===== src/source/gpuBackend_consts.svh =====
`ifndef GPUBACKEND_CONSTS_SVH
`define GPUBACKEND_CONSTS_SVH

// ----------------------------------------------------------
// Background block geometry
// ----------------------------------------------------------

// One block is 16 halfword pixels of a VRAM line
`define GPU_BLOCK_PIXELS 16
`define GPU_BLOCK_BITS 256
// Block address is screen Y plus X bits 9 to 4
`define GPU_BLOCK_ADR_W 15

// Screen coordinates
`define GPU_SCRX_W 10
`define GPU_SCRY_W 9

// ----------------------------------------------------------
// Color depth
// ----------------------------------------------------------

// Gouraud channels on input
`define GPU_COLOR_IN_W 8
// Stored channels in 15 bit VRAM format
`define GPU_COLOR_OUT_W 5

// Semi transparency modes, B is background and F foreground
`define GPU_TRANS_HALF 2'd0
`define GPU_TRANS_ADD 2'd1
`define GPU_TRANS_SUB 2'd2
`define GPU_TRANS_QUARTER 2'd3

`endif


===== src/source/gpuPixelPkg.sv =====
`default_nettype none

`include "gpuBackend_consts.svh"

package gpuPixelPkg;

	// ----------------------------------------------------------
	// Incoming pixels
	// ----------------------------------------------------------

	// Gouraud color, one byte per channel
	typedef struct packed {
		logic [`GPU_COLOR_IN_W-1:0] b;
		logic [`GPU_COLOR_IN_W-1:0] g;
		logic [`GPU_COLOR_IN_W-1:0] r;
	} rgbIn_t;

	// Single pixel as delivered by the front end
	typedef struct packed {
		rgbIn_t color;
		logic valid;
		// Sticky mask bit written back with the pixel
		logic bgMask;
	} pixelIn_t;

	// Horizontally adjacent pair, left pixel sits at the even X
	typedef struct packed {
		pixelIn_t left;
		pixelIn_t right;
		logic [`GPU_SCRX_W-1:0] scrX;
		logic [`GPU_SCRY_W-1:0] scrY;
		// 00 none, 01 first block, 10 next block, 11 last
		logic [1:0] newBlock;
	} pairIn_t;

	// ----------------------------------------------------------
	// Background pixels
	// ----------------------------------------------------------

	// VRAM layout, mask on top then blue, green, red
	typedef struct packed {
		logic mask;
		logic [`GPU_COLOR_OUT_W-1:0] b;
		logic [`GPU_COLOR_OUT_W-1:0] g;
		logic [`GPU_COLOR_OUT_W-1:0] r;
	} bgPixelRgb_t;

	// Same halfword, raw for storage or split for blending
	typedef union packed {
		logic [15:0] raw;
		bgPixelRgb_t rgb;
	} bgPixel_u;

endpackage

`default_nettype wire


===== src/source/gpuBlockPkg.sv =====
`default_nettype none

`include "gpuBackend_consts.svh"

package gpuBlockPkg;

	// ----------------------------------------------------------
	// Block addressing
	// ----------------------------------------------------------

	// Line number then 16 pixel column
	typedef struct packed {
		logic [`GPU_SCRY_W-1:0] scrY;
		logic [`GPU_BLOCK_ADR_W-`GPU_SCRY_W-1:0] blockX;
	} blockAdr_t;

	// Operation requested on the block memory
	typedef enum logic [1:0] {
		PAIR_NONE = 2'b00,
		PAIR_FIRST = 2'b01,
		PAIR_NEXT = 2'b10,
		PAIR_LAST = 2'b11
	} pairCode_t;

	// ----------------------------------------------------------
	// Write back outputs
	// ----------------------------------------------------------

	// Stencil cache update for one pair
	typedef struct packed {
		logic write;
		blockAdr_t adr;
		// Pair index inside the block
		logic [2:0] pairId;
		// Bit 1 right pixel, bit 0 left pixel
		logic [1:0] select;
		logic [1:0] value;
	} stencilWrite_t;

	// Whole cached block for the memory side
	typedef struct packed {
		logic [`GPU_BLOCK_BITS-1:0] block;
		logic [`GPU_BLOCK_PIXELS-1:0] mask;
	} blockExport_t;

endpackage

`default_nettype wire


===== src/source/pixelPairStage.sv =====
`timescale 1ns/1ps
`default_nettype none

`include "gpuBackend_consts.svh"

// Input register for one pixel pair
module pixelPairStage (
	input wire logic clk,
	input wire logic i_rst,
	input wire logic i_pause,
	input wire logic i_resetPixelOnNewBlock,
	input wire gpuPixelPkg::pairIn_t i_pair,
	output gpuPixelPkg::pairIn_t o_stagePair,
	output logic o_pixelInFlight
);

	// ----------------------------------------------------------
	// Control state
	// ----------------------------------------------------------

	logic leftValid;
	logic rightValid;
	logic [1:0] newBlock;

	// Pixel payload registers
	gpuPixelPkg::rgbIn_t leftColor;
	gpuPixelPkg::rgbIn_t rightColor;
	logic leftMask;
	logic rightMask;
	logic [`GPU_SCRX_W-1:0] scrX;
	logic [`GPU_SCRY_W-1:0] scrY;

	always_ff @(posedge clk) begin
		if (i_rst) begin
			leftValid <= 1'b0;
			rightValid <= 1'b0;
			newBlock <= 2'b00;
		end else begin
			// Freeze everything while paused
			if (!i_pause) begin
				leftValid <= i_pair.left.valid;
				rightValid <= i_pair.right.valid;
				newBlock <= i_pair.newBlock;
			end
			// Block op acknowledged, clear wins over capture
			if (i_resetPixelOnNewBlock) begin
				newBlock <= 2'b00;
			end
		end
	end

	// ----------------------------------------------------------
	// Pixel payload
	// ----------------------------------------------------------

	always_ff @(posedge clk) begin
		if (!i_pause) begin
			leftColor <= i_pair.left.color;
			rightColor <= i_pair.right.color;
			leftMask <= i_pair.left.bgMask;
			rightMask <= i_pair.right.bgMask;
			scrX <= i_pair.scrX;
			scrY <= i_pair.scrY;
		end
	end

	// Rebuild the pair for the blender and the cache
	always_comb begin
		o_stagePair.left.color = leftColor;
		o_stagePair.left.valid = leftValid;
		o_stagePair.left.bgMask = leftMask;
		o_stagePair.right.color = rightColor;
		o_stagePair.right.valid = rightValid;
		o_stagePair.right.bgMask = rightMask;
		o_stagePair.scrX = scrX;
		o_stagePair.scrY = scrY;
		o_stagePair.newBlock = newBlock;
	end

	// Either half still waiting for write back
	assign o_pixelInFlight = leftValid | rightValid;

endmodule

`default_nettype wire


===== src/source/pairBlender.sv =====
`timescale 1ns/1ps
`default_nettype none

`include "gpuBackend_consts.svh"

// Blends the stage pair against the cached background
module pairBlender (
	input wire gpuPixelPkg::pairIn_t i_stagePair,
	input wire logic [`GPU_BLOCK_BITS-1:0] i_block,
	input wire logic [1:0] i_transMode,
	input wire logic i_noBlend,
	output gpuPixelPkg::bgPixel_u o_left,
	output gpuPixelPkg::bgPixel_u o_right
);

	// ----------------------------------------------------------
	// Channel arithmetic
	// ----------------------------------------------------------

	// One extra bit catches overflow and borrow
	function automatic logic [`GPU_COLOR_OUT_W-1:0] blendChannel(
		input logic [`GPU_COLOR_OUT_W-1:0] bg,
		input logic [`GPU_COLOR_OUT_W-1:0] fg,
		input logic [1:0] mode
	);
		logic [`GPU_COLOR_OUT_W:0] sum;
		logic [`GPU_COLOR_OUT_W:0] diff;
		logic [`GPU_COLOR_OUT_W:0] quarterSum;
		logic [`GPU_COLOR_OUT_W-1:0] result;
		sum = {1'b0, bg} + {1'b0, fg};
		diff = {1'b0, bg} - {1'b0, fg};
		quarterSum = {1'b0, bg} + ({1'b0, fg} >> 2);
		case (mode)
			// Average, drop the low bit
			`GPU_TRANS_HALF: result = sum[`GPU_COLOR_OUT_W:1];
			// Saturate at full intensity
			`GPU_TRANS_ADD: result = sum[`GPU_COLOR_OUT_W]
				? {`GPU_COLOR_OUT_W{1'b1}} : sum[`GPU_COLOR_OUT_W-1:0];
			// Borrow means negative, floor at black
			`GPU_TRANS_SUB: result = diff[`GPU_COLOR_OUT_W]
				? '0 : diff[`GPU_COLOR_OUT_W-1:0];
			`GPU_TRANS_QUARTER: result = quarterSum[`GPU_COLOR_OUT_W]
				? {`GPU_COLOR_OUT_W{1'b1}} : quarterSum[`GPU_COLOR_OUT_W-1:0];
			default: result = bg;
		endcase
		return result;
	endfunction

	// Whole pixel, foreground truncated to the stored depth
	function automatic gpuPixelPkg::bgPixel_u blendPixel(
		input gpuPixelPkg::bgPixel_u bg,
		input gpuPixelPkg::pixelIn_t fg,
		input logic [1:0] mode,
		input logic noBlend
	);
		gpuPixelPkg::bgPixel_u result;
		logic [`GPU_COLOR_OUT_W-1:0] fgR;
		logic [`GPU_COLOR_OUT_W-1:0] fgG;
		logic [`GPU_COLOR_OUT_W-1:0] fgB;
		// Keep the top bits of each channel
		fgR = fg.color.r[`GPU_COLOR_IN_W-1 -: `GPU_COLOR_OUT_W];
		fgG = fg.color.g[`GPU_COLOR_IN_W-1 -: `GPU_COLOR_OUT_W];
		fgB = fg.color.b[`GPU_COLOR_IN_W-1 -: `GPU_COLOR_OUT_W];
		if (noBlend) begin
			result.rgb.r = fgR;
			result.rgb.g = fgG;
			result.rgb.b = fgB;
		end else begin
			result.rgb.r = blendChannel(bg.rgb.r, fgR, mode);
			result.rgb.g = blendChannel(bg.rgb.g, fgG, mode);
			result.rgb.b = blendChannel(bg.rgb.b, fgB, mode);
		end
		// Mask comes from the primitive, not the background
		result.rgb.mask = fg.bgMask;
		return result;
	endfunction

	// ----------------------------------------------------------
	// Background pair select
	// ----------------------------------------------------------

	localparam int HALF_W = $bits(gpuPixelPkg::bgPixel_u);

	logic [2:0] pairId;
	logic [3:0] leftIdx;
	logic [3:0] rightIdx;
	gpuPixelPkg::bgPixel_u bgLeft;
	gpuPixelPkg::bgPixel_u bgRight;

	// Pair index is X bits 3 to 1, left halfword is even
	assign pairId = i_stagePair.scrX[3:1];
	assign leftIdx = {pairId, 1'b0};
	assign rightIdx = {pairId, 1'b1};

	assign bgLeft.raw = i_block[leftIdx*HALF_W +: HALF_W];
	assign bgRight.raw = i_block[rightIdx*HALF_W +: HALF_W];

	assign o_left = blendPixel(bgLeft, i_stagePair.left, i_transMode, i_noBlend);
	assign o_right = blendPixel(bgRight, i_stagePair.right, i_transMode, i_noBlend);

endmodule

`default_nettype wire


===== src/source/bgBlockCache.sv =====
`timescale 1ns/1ps
`default_nettype none

`include "gpuBackend_consts.svh"

// Background block cache and write back control
module bgBlockCache (
	input wire logic clk,
	input wire logic i_rst,
	input wire logic i_pause,
	input wire gpuPixelPkg::pairIn_t i_stagePair,
	input wire gpuPixelPkg::bgPixel_u i_left,
	input wire gpuPixelPkg::bgPixel_u i_right,
	input wire logic i_noBlend,
	input wire logic i_flushLastBlock,
	input wire logic i_resetPixelMask,
	input wire logic i_importBlock,
	input wire logic [`GPU_BLOCK_BITS-1:0] i_importedBlock,
	output logic [`GPU_BLOCK_BITS-1:0] o_block,
	output gpuBlockPkg::stencilWrite_t o_stencil,
	output gpuBlockPkg::blockAdr_t o_loadAdr,
	output gpuBlockPkg::blockAdr_t o_saveAdr,
	output gpuBlockPkg::pairCode_t o_saveBlock,
	output logic o_writePixelOnNewBlock,
	output gpuBlockPkg::blockExport_t o_export
);

	localparam int HALF_W = $bits(gpuPixelPkg::bgPixel_u);

	logic [`GPU_BLOCK_BITS-1:0] cacheBlock;
	logic [`GPU_BLOCK_PIXELS-1:0] cacheMsk;
	gpuBlockPkg::blockAdr_t lastWriteAdr;
	gpuBlockPkg::blockAdr_t writeAdr;
	gpuBlockPkg::pairCode_t stageCode;
	gpuBlockPkg::pairCode_t pairCode;
	logic writeSig;
	logic [2:0] pairId;
	logic [3:0] leftIdx;
	logic [3:0] rightIdx;

	// ----------------------------------------------------------
	// Write decode
	// ----------------------------------------------------------

	assign writeAdr.scrY = i_stagePair.scrY;
	assign writeAdr.blockX = i_stagePair.scrX[`GPU_SCRX_W-1:4];
	assign pairId = i_stagePair.scrX[3:1];
	assign leftIdx = {pairId, 1'b0};
	assign rightIdx = {pairId, 1'b1};

	// Any valid half of an unpaused pair gets written
	assign writeSig = !i_pause & (i_stagePair.left.valid | i_stagePair.right.valid);

	// Stencil command mirrors the stage pair
	assign o_stencil.write = writeSig;
	assign o_stencil.adr = writeAdr;
	assign o_stencil.pairId = pairId;
	assign o_stencil.select = {i_stagePair.right.valid, i_stagePair.left.valid};
	assign o_stencil.value = {
		i_stagePair.right.bgMask & i_stagePair.right.valid,
		i_stagePair.left.bgMask & i_stagePair.left.valid
	};

	// ----------------------------------------------------------
	// Block op code
	// ----------------------------------------------------------

	assign stageCode = gpuBlockPkg::pairCode_t'(i_stagePair.newBlock);

	// No load needed on a first block without blending
	always_comb begin
		pairCode = stageCode;
		if (stageCode == gpuBlockPkg::PAIR_FIRST && i_noBlend) begin
			pairCode = gpuBlockPkg::PAIR_NONE;
		end
		// Flush turns any code into last block
		pairCode = gpuBlockPkg::pairCode_t'(pairCode | {2{i_flushLastBlock}});
	end

	assign o_saveBlock = pairCode;
	assign o_writePixelOnNewBlock = (pairCode != gpuBlockPkg::PAIR_NONE);

	// ----------------------------------------------------------
	// Cache storage
	// ----------------------------------------------------------

	// Import only lands in a cycle without pixel write
	always_ff @(posedge clk) begin
		if (writeSig) begin
			if (i_stagePair.left.valid) begin
				cacheBlock[leftIdx*HALF_W +: HALF_W] <= i_left.raw;
			end
			if (i_stagePair.right.valid) begin
				cacheBlock[rightIdx*HALF_W +: HALF_W] <= i_right.raw;
			end
			lastWriteAdr <= writeAdr;
		end else if (i_importBlock) begin
			cacheBlock <= i_importedBlock;
		end
	end

	// Touched pixel flags
	always_ff @(posedge clk) begin
		if (i_rst) begin
			cacheMsk <= '0;
		end else if (writeSig) begin
			if (i_stagePair.left.valid) begin
				cacheMsk[leftIdx] <= 1'b1;
			end
			if (i_stagePair.right.valid) begin
				cacheMsk[rightIdx] <= 1'b1;
			end
		end else if (i_resetPixelMask) begin
			cacheMsk <= '0;
		end
	end

	assign o_block = cacheBlock;
	assign o_loadAdr = writeAdr;
	assign o_saveAdr = lastWriteAdr;
	assign o_export.block = cacheBlock;
	assign o_export.mask = cacheMsk;

endmodule

`default_nettype wire


===== src/source/gpuBackend.sv =====
`timescale 1ns/1ps
`default_nettype none

`include "gpuBackend_consts.svh"

// Write back half of the GPU back end
module gpuBackend (
	input wire logic clk,
	input wire logic i_rst,

	// Pipeline control
	input wire logic i_pause,
	input wire logic i_resetPixelOnNewBlock,
	input wire logic i_resetPixelMask,
	output logic o_pixelInFlight,
	output logic o_writePixelOnNewBlock,

	// Primitive setup
	input wire logic [1:0] i_transMode,
	input wire logic i_noBlend,
	input wire logic i_flushLastBlock,

	// Pixel pair from the front end
	input wire gpuPixelPkg::pairIn_t i_pair,

	// Stencil and block memory side
	output gpuBlockPkg::stencilWrite_t o_stencil,
	output gpuBlockPkg::blockAdr_t o_loadAdr,
	output gpuBlockPkg::blockAdr_t o_saveAdr,
	output gpuBlockPkg::pairCode_t o_saveBlock,
	output gpuBlockPkg::blockExport_t o_export,
	input wire logic i_importBlock,
	input wire logic [`GPU_BLOCK_BITS-1:0] i_importedBlock
);

	// ----------------------------------------------------------
	// Internal wiring
	// ----------------------------------------------------------

	gpuPixelPkg::pairIn_t stagePair;
	gpuPixelPkg::bgPixel_u blendLeft;
	gpuPixelPkg::bgPixel_u blendRight;
	logic [`GPU_BLOCK_BITS-1:0] curBlock;

	// Input stage
	pixelPairStage u_stage (
		.clk(clk),
		.i_rst(i_rst),
		.i_pause(i_pause),
		.i_resetPixelOnNewBlock(i_resetPixelOnNewBlock),
		.i_pair(i_pair),
		.o_stagePair(stagePair),
		.o_pixelInFlight(o_pixelInFlight)
	);

	// Blend against the cached background
	pairBlender u_blender (
		.i_stagePair(stagePair),
		.i_block(curBlock),
		.i_transMode(i_transMode),
		.i_noBlend(i_noBlend),
		.o_left(blendLeft),
		.o_right(blendRight)
	);

	// Block cache and memory side outputs
	bgBlockCache u_cache (
		.clk(clk),
		.i_rst(i_rst),
		.i_pause(i_pause),
		.i_stagePair(stagePair),
		.i_left(blendLeft),
		.i_right(blendRight),
		.i_noBlend(i_noBlend),
		.i_flushLastBlock(i_flushLastBlock),
		.i_resetPixelMask(i_resetPixelMask),
		.i_importBlock(i_importBlock),
		.i_importedBlock(i_importedBlock),
		.o_block(curBlock),
		.o_stencil(o_stencil),
		.o_loadAdr(o_loadAdr),
		.o_saveAdr(o_saveAdr),
		.o_saveBlock(o_saveBlock),
		.o_writePixelOnNewBlock(o_writePixelOnNewBlock),
		.o_export(o_export)
	);

endmodule

`default_nettype wire


===== config.mk =====
export PLATFORM = sky130hd
export DESIGN_NAME = gpuBackend
export DESIGN_NICKNAME = d
export VERILOG_FILES = /design/src/source/gpuPixelPkg.sv /design/src/source/gpuBlockPkg.sv /design/src/source/pixelPairStage.sv /design/src/source/pairBlender.sv /design/src/source/bgBlockCache.sv /design/src/source/gpuBackend.sv
export VERILOG_INCLUDE_DIRS = /design/src /design/src/source
export SDC_FILE = /design/constraint.sdc
export NUM_CORES = 1
export LEC_CHECK = 0
export BUFFER_PORTS_ARGS = -buffer_cell sky130_fd_sc_hd__clkbuf_2
export CORE_AREA = 2 2 260 262
export DETAILED_ROUTE_END_ITERATION = 10
export DIE_AREA = 0 0 262 264
export PLACE_DENSITY = 0.68
export SYNTH_ARGS = -nofsm -noshare
export SYNTH_HDL_FRONTEND = slang
export SYNTH_HIERARCHICAL = 1
export SYNTH_SLANG_ARGS = --single-unit

===== constraint.sdc =====
create_clock -name clk -period 4.4 [get_ports clk]
set_input_delay 0.44 -clock clk [delete_from_list [all_inputs] [get_ports clk]]
set_output_delay 0.44 -clock clk [all_outputs]
set_load 0.05 [all_outputs]

==> results of run 1 <==
area by class of cell:
cell class              count  share of cell area, %
multi-input cells        1088                   36.2
flip-flops and latches    341                   38.0
repair buffers            749                   15.6
clock buffers              48                   3.91
clock inverters            22                  0.848
diodes                      7                 0.0663
inverters                  84                   1.19
well taps                 873                   4.14
registers in the layout (all words and copies together), names as in the netlist, 2 cells and up:
register and count:
u_cache/o_block 256, u_stage/o_stagePair 30, u_cache/cacheMsk 16, u_cache/o_saveAdr 15, u_stage/scrX 9, u_stage/scrY 9, u_stage/newBlock 2
report_power, final:
part	leakage (nW)	switching [mW]	internal, mW
combinational	7.19	2.57	1.30
clock	0.614	1.44	1.91
sequential	3.30	0.232	3.86
what timing repair did:
item	CTS	global route
gates resized for setup	1	24
setup buffers	0	3
hold buffers	0	0
gates cloned	0	1
endpoints found under the setup margin	2	121
pin swaps	0	1
per-stage QoR:
stage	setup slack (ns)	util [%]	instances	area, µm²	power [mW]
final	0.120	39.7	3212	26400	11.3
after global routing	-0.0129	39.7	3212	26400	11.7
after CTS	0.00721	39.4	3201	26200	11.2
after detailed placement	0.0208	37.5	3131	25000	7.88
after global placement	0.0227	37.5	3131	25000	7.84
after floorplan	0.0205	-	1954	22700	6.84
layout by cell type (no fill, tap or decap), types with 7 or more instances in the layout:
master and n:
clkbuf_2 648, buf_12 8, a22o_2 18, inv_1 79, xnor2_1 18, ha_1 84, nor3_1 23, a22o_1 118
dfxtp_1 20, nor2_1 57, a211oi_1 13, clkbuf_1 8, o21a_1 12, a32o_1 101, edfxtp_1 321, buf_4 91
mux2i_1 26, a31oi_1 20, a31o_2 8, o21ai_0 64, fa_1 18, a21o_1 16, clkinv_1 8, diode_2 7
nor2b_1 28, o31ai_1 8, nand3_1 20, o21ai_1 9, nor3b_1 8, mux4_2 57, mux2_2 12, clkbuf_16 41
a21oi_1 63, nand2b_1 20, nand2_1 100, xor2_1 11
layer usage:
layer,track usage (%),up-vias,part of all wire (%)
met2,39.8,1413,44
met5,0,-,0.083
met4,8.18,12,2.9
li1,-,7891,-
met3,8.86,236,12
met1,36.9,9464,41
path summary, 6_finish.rpt:
check | from | end | slack (ns) | cells past startpoint
hold reg to reg | u_cache/cacheMsk[10] | u_cache/cacheMsk[10] | 0.47 | 1
setup / recovery | u_stage/scrX[1] | u_cache/o_block[17] | 0.12 | 11
hold / removal | i_pair[72] | u_stage/o_stagePair[72] | 0.05 | 1
setup reg to reg | u_stage/scrX[1] | u_cache/o_block[17] | 0.12 | 11
worst max-delay path, cell delays in order (launching register included):
cell,delay [ns]
edfxtp_1,0.46
buf_12,0.21
buf_4,0.21
mux4_2,0.61
mux2_2,0.37
ha_1,0.45
nor2_1,0.08
a311oi_1,0.52
a21oi_1,0.16
a2111oi_0,0.49
a221o_2,0.37
a22o_1,0.19
==> flow_summary.yaml, run 1 <==
detailed_routing:
  drc: 0
  vias: 19000
  wl_per_cell_um: 30.1
  dr.pass1.iters: 8
  drt_iter0_markers: 2340
  antenna_left: 0
  wirelength_um: 96600
  via_per_inst: 5.92
yosys:
  avgSynthCellArea_um2: 11.6
  synth_warnings: 6
  syn_nets: 2397
  syn-cell-area_um2: 22700
  synth_cells: 1954
min_path:
  hold_class: "input port to register"
die:
  core_um2: 66600
  die_w_um: 262
  die_area_um2: 69200
  std_cell_rows: 95
  die_h_um: 264
  initial_utilization_pct: 34.2
  boundaryPins: 668
clocking:
  cts.sinks: 341
  cts.path.max_buffers: 3
  cts_made_buffers: 39
  h-tree-depth: 2
  cts_tree: "built"
  cts-root-buf: "clkbuf_16"
  clock_latency_ns: 0.57
  clkTransAtPathRegs_ns: 0.07
sta:
  setup_violations: 0
  max_freq_mhz: 234
  slew_headroom_pct: 19.2
  hold_viol_final: 0
  worst_hold_slack_ns: 0.0457
  slew_viol_final: 0
  tightest_slew_ns: 1.21
  setup_tns_ns: 0
  post-route-min-period_ns: 4.28
  finalCritPeriodShare_pct: 97.3
  final.setup_skew_ns: 0.0268
final_layout:
  multiInputGateArea_um2: 9560
  nFillCells: 6560
  nets: 2746
  seqCellArea_um2: 10000
  drive_above_1_share_pct: 41.3
  syn_to_final_growth_pct: 16.1
global_routing:
  grt_antenna_before_repair: 16
  grtUsageTotal_pct: 26.8
  grt_pass1_wl_um: 134000
  grt_start_max_net_pins: 131
  grt_overflow: 0
  grt_pass1_vias: 18600
placement:
  hpwl_um: 72100
  routabilityCongestion: 1.03
  portBuffers: 648
setup_path:
  setup.worst_path.class: "register to register"
  path_max_fanout: 12
  startpoint_type: "register"
  end_kind: "register"
  cp.arrival_ns: 4.71
  required_ns: 4.83
run:
  timing.max_cap.violations: 0
power_and_ir_drop:
  vdd_ir_drop_max_uv: 260
  p_per_area_nw_per_um2: 429
  p_leak_nw: 11.1
run_status:
  run_status: "completed"
Note: power is estimated with default switching activity, not from simulation.
==> run 2: changes to the inputs <==
--- a/config.mk
+++ b/config.mk
@@ -7,9 +7,9 @@
 export NUM_CORES = 1
 export LEC_CHECK = 0
 export BUFFER_PORTS_ARGS = -buffer_cell sky130_fd_sc_hd__clkbuf_2
-export CORE_AREA = 2 2 260 262
+export CORE_AREA = 2 2 259 261
 export DETAILED_ROUTE_END_ITERATION = 10
-export DIE_AREA = 0 0 262 264
+export DIE_AREA = 0 0 261 263
 export PLACE_DENSITY = 0.68
 export SYNTH_ARGS = -nofsm -noshare
 export SYNTH_HDL_FRONTEND = slang
==> run 2 against run 1 <==
  * Routed wire length shrank 2.2%
  * Flip-flop and latch count is the same
  * Critical path type unchanged
  * First-iteration DRC count shrank 2.9%
  * Count of clock-buffer cells in the layout grew 3
  * Sequential share of layout area grew 0.090 points
  * Clock skew shrank 0.0025 ns
  * Fmax shrank 1.1%
  * Critical path depth grew 5
  * Core utilization grew 0.47 points
  * Global-route usage shrank 0.32 points
  * Clock power shrank 2%
==> flow_summary.yaml, run 2 (synthesized netlist as in run 1, its figures left out) <==
clocking:
  cts.path.max_buffers: 3
  clkTransAtPathRegs_ns: 0.06
  cts-root-buf: "clkbuf_16"
  hold_buffers: 0
  cts_tree: "built"
  cts.sinks: 341
  h-tree-depth: 2
  cts_made_buffers: 39
  clock_latency_ns: 0.57
run:
  timing.max_cap.violations: 0
placement:
  placed_cells: 3126
  portBuffers: 648
  routabilityCongestion: 0.977
  hpwl_um: 71000
sta:
  max_freq_mhz: 231
  worst_hold_slack_ns: 0.0483
  setup_tns_ns: 0
  post-route-min-period_ns: 4.33
  final.setup_skew_ns: 0.0243
  finalCritPeriodShare_pct: 98.3
  tightest_slew_ns: 1.23
  hold_viol_final: 0
  setup_violations: 0
  slew_headroom_pct: 17.5
  slew_viol_final: 0
die:
  boundaryPins: 668
  die_area_um2: 68600
  die_w_um: 261
  std_cell_rows: 94
  core_um2: 65600
  die_h_um: 263
  initial_utilization_pct: 34.6
setup_path:
  cp.arrival_ns: 4.73
  startpoint_type: "register"
  cp_top_family: "compound AO/OA/AOI/OAI gates"
  path_max_fanout: 22
  path_buf_inv: 5
  required_ns: 4.80
  critPathMaxStageDelay_ns: 0.61
  setup.worst_path.class: "register to register"
  end_kind: "register"
  worst_path_max_delay_cell: "mux4_2"
  path_cells: "buf_4, buf_12, mux4_2, mux2i_1, inv_1, ha_1, nor3b_1, nor3_1, o31ai_1, buf_4, o21ai_0, a2111oi_0, a211o_1, buf_12, nand2_1, o21ai_0"
global_routing:
  grt_overflow: 0
  grt_pass1_wl_um: 132000
  grt_antenna_before_repair: 12
  grt_pass1_vias: 18700
  grtUsageTotal_pct: 26.5
  grt_start_max_net_pins: 100
power_and_ir_drop:
  p_leak_nw: 11.1
  p_per_area_nw_per_um2: 425
  vdd_ir_drop_max_uv: 257
detailed_routing:
  vias: 18800
  dr.pass1.iters: 6
  wl_per_cell_um: 29.5
  wirelength_um: 94600
  drc: 0
  antenna_left: 0
  via_per_inst: 5.86
  drt_iter0_markers: 2271
final_layout:
  seqCellArea_um2: 10000
  multiInputGateArea_um2: 9490
  fin_util_pct: 40.1
  nFillCells: 6354
  drive_above_1_share_pct: 40.9
  final_common_cell: "clkbuf_2"
  nets: 2750
  syn_to_final_growth_pct: 15.9
  stdcell_count: 3208
  largest_reg_flops: 256
  final_cell_mix: "648 x clkbuf_2, 321 x edfxtp_1, 118 x a22o_1"
min_path:
  hold_class: "input port to register"
run_status:
  run_status: "completed"
==> run 2: final timing paths <==
check	startpoint	end	slack, ns	cells after the start
setup / recovery	u_stage/scrX[1]	u_cache/o_block[134]	0.07	16
setup reg to reg	u_stage/scrX[1]	u_cache/o_block[134]	0.07	16
hold reg to reg	u_stage/scrX[7]	u_cache/o_saveAdr[3]	0.47	0
hold / removal	i_pair[68]	u_stage/o_stagePair[68]	0.05	1
==> run 2: layout make-up <==
| cell class | count | share of cell area (%) |
|---|---|---|
| sequential | 341 | 38.1 |
| tap | 864 | 4.10 |
| clock buffer | 51 | 4.08 |
| inverter | 84 | 1.20 |
| timing repair buffer | 753 | 15.8 |
| clock inverter | 20 | 0.675 |
| multi-input combinational | 1088 | 36.0 |
| antenna | 7 | 0.0665 |
==> run 2: repair_timing <==
item / CTS / global route
endpoints found under the setup margin: 0 / 64
resized for setup: 0 / 9
hold endpoints to repair: 0 / 0
setup buffers: 0 / 3
==> run 2: per-layer routing <==
metal	global-route usage, %	vias up	share of wire (%)
met5	0	-	0.053
met2	41.3	1341	46
met4	7.52	8	2.8
met1	35.7	9365	40
met3	7.61	190	12
li1	-	7889	-
==> run 2: report_power, final <==
part / switching (mW) / internal, mW / total (mW)
Clock: 1.43 / 1.86 / 3.28
Sequential: 0.211 / 3.86 / 4.07
Combinational: 2.54 / 1.29 / 3.83
Total: 4.18 / 7.00 / 11.2
==> run 2: stage by stage <==
step                      total power [mW]  setup slack, ns  instance area (µm²)
after floorplan                       6.84           0.0205                22700
after global placement                7.80           0.0367                25000
after detailed placement              7.85           0.0343                25000
after CTS                             11.1           0.0115                26200
after global routing                  11.6          -0.0175                26300
final                                 11.2           0.0728                26300
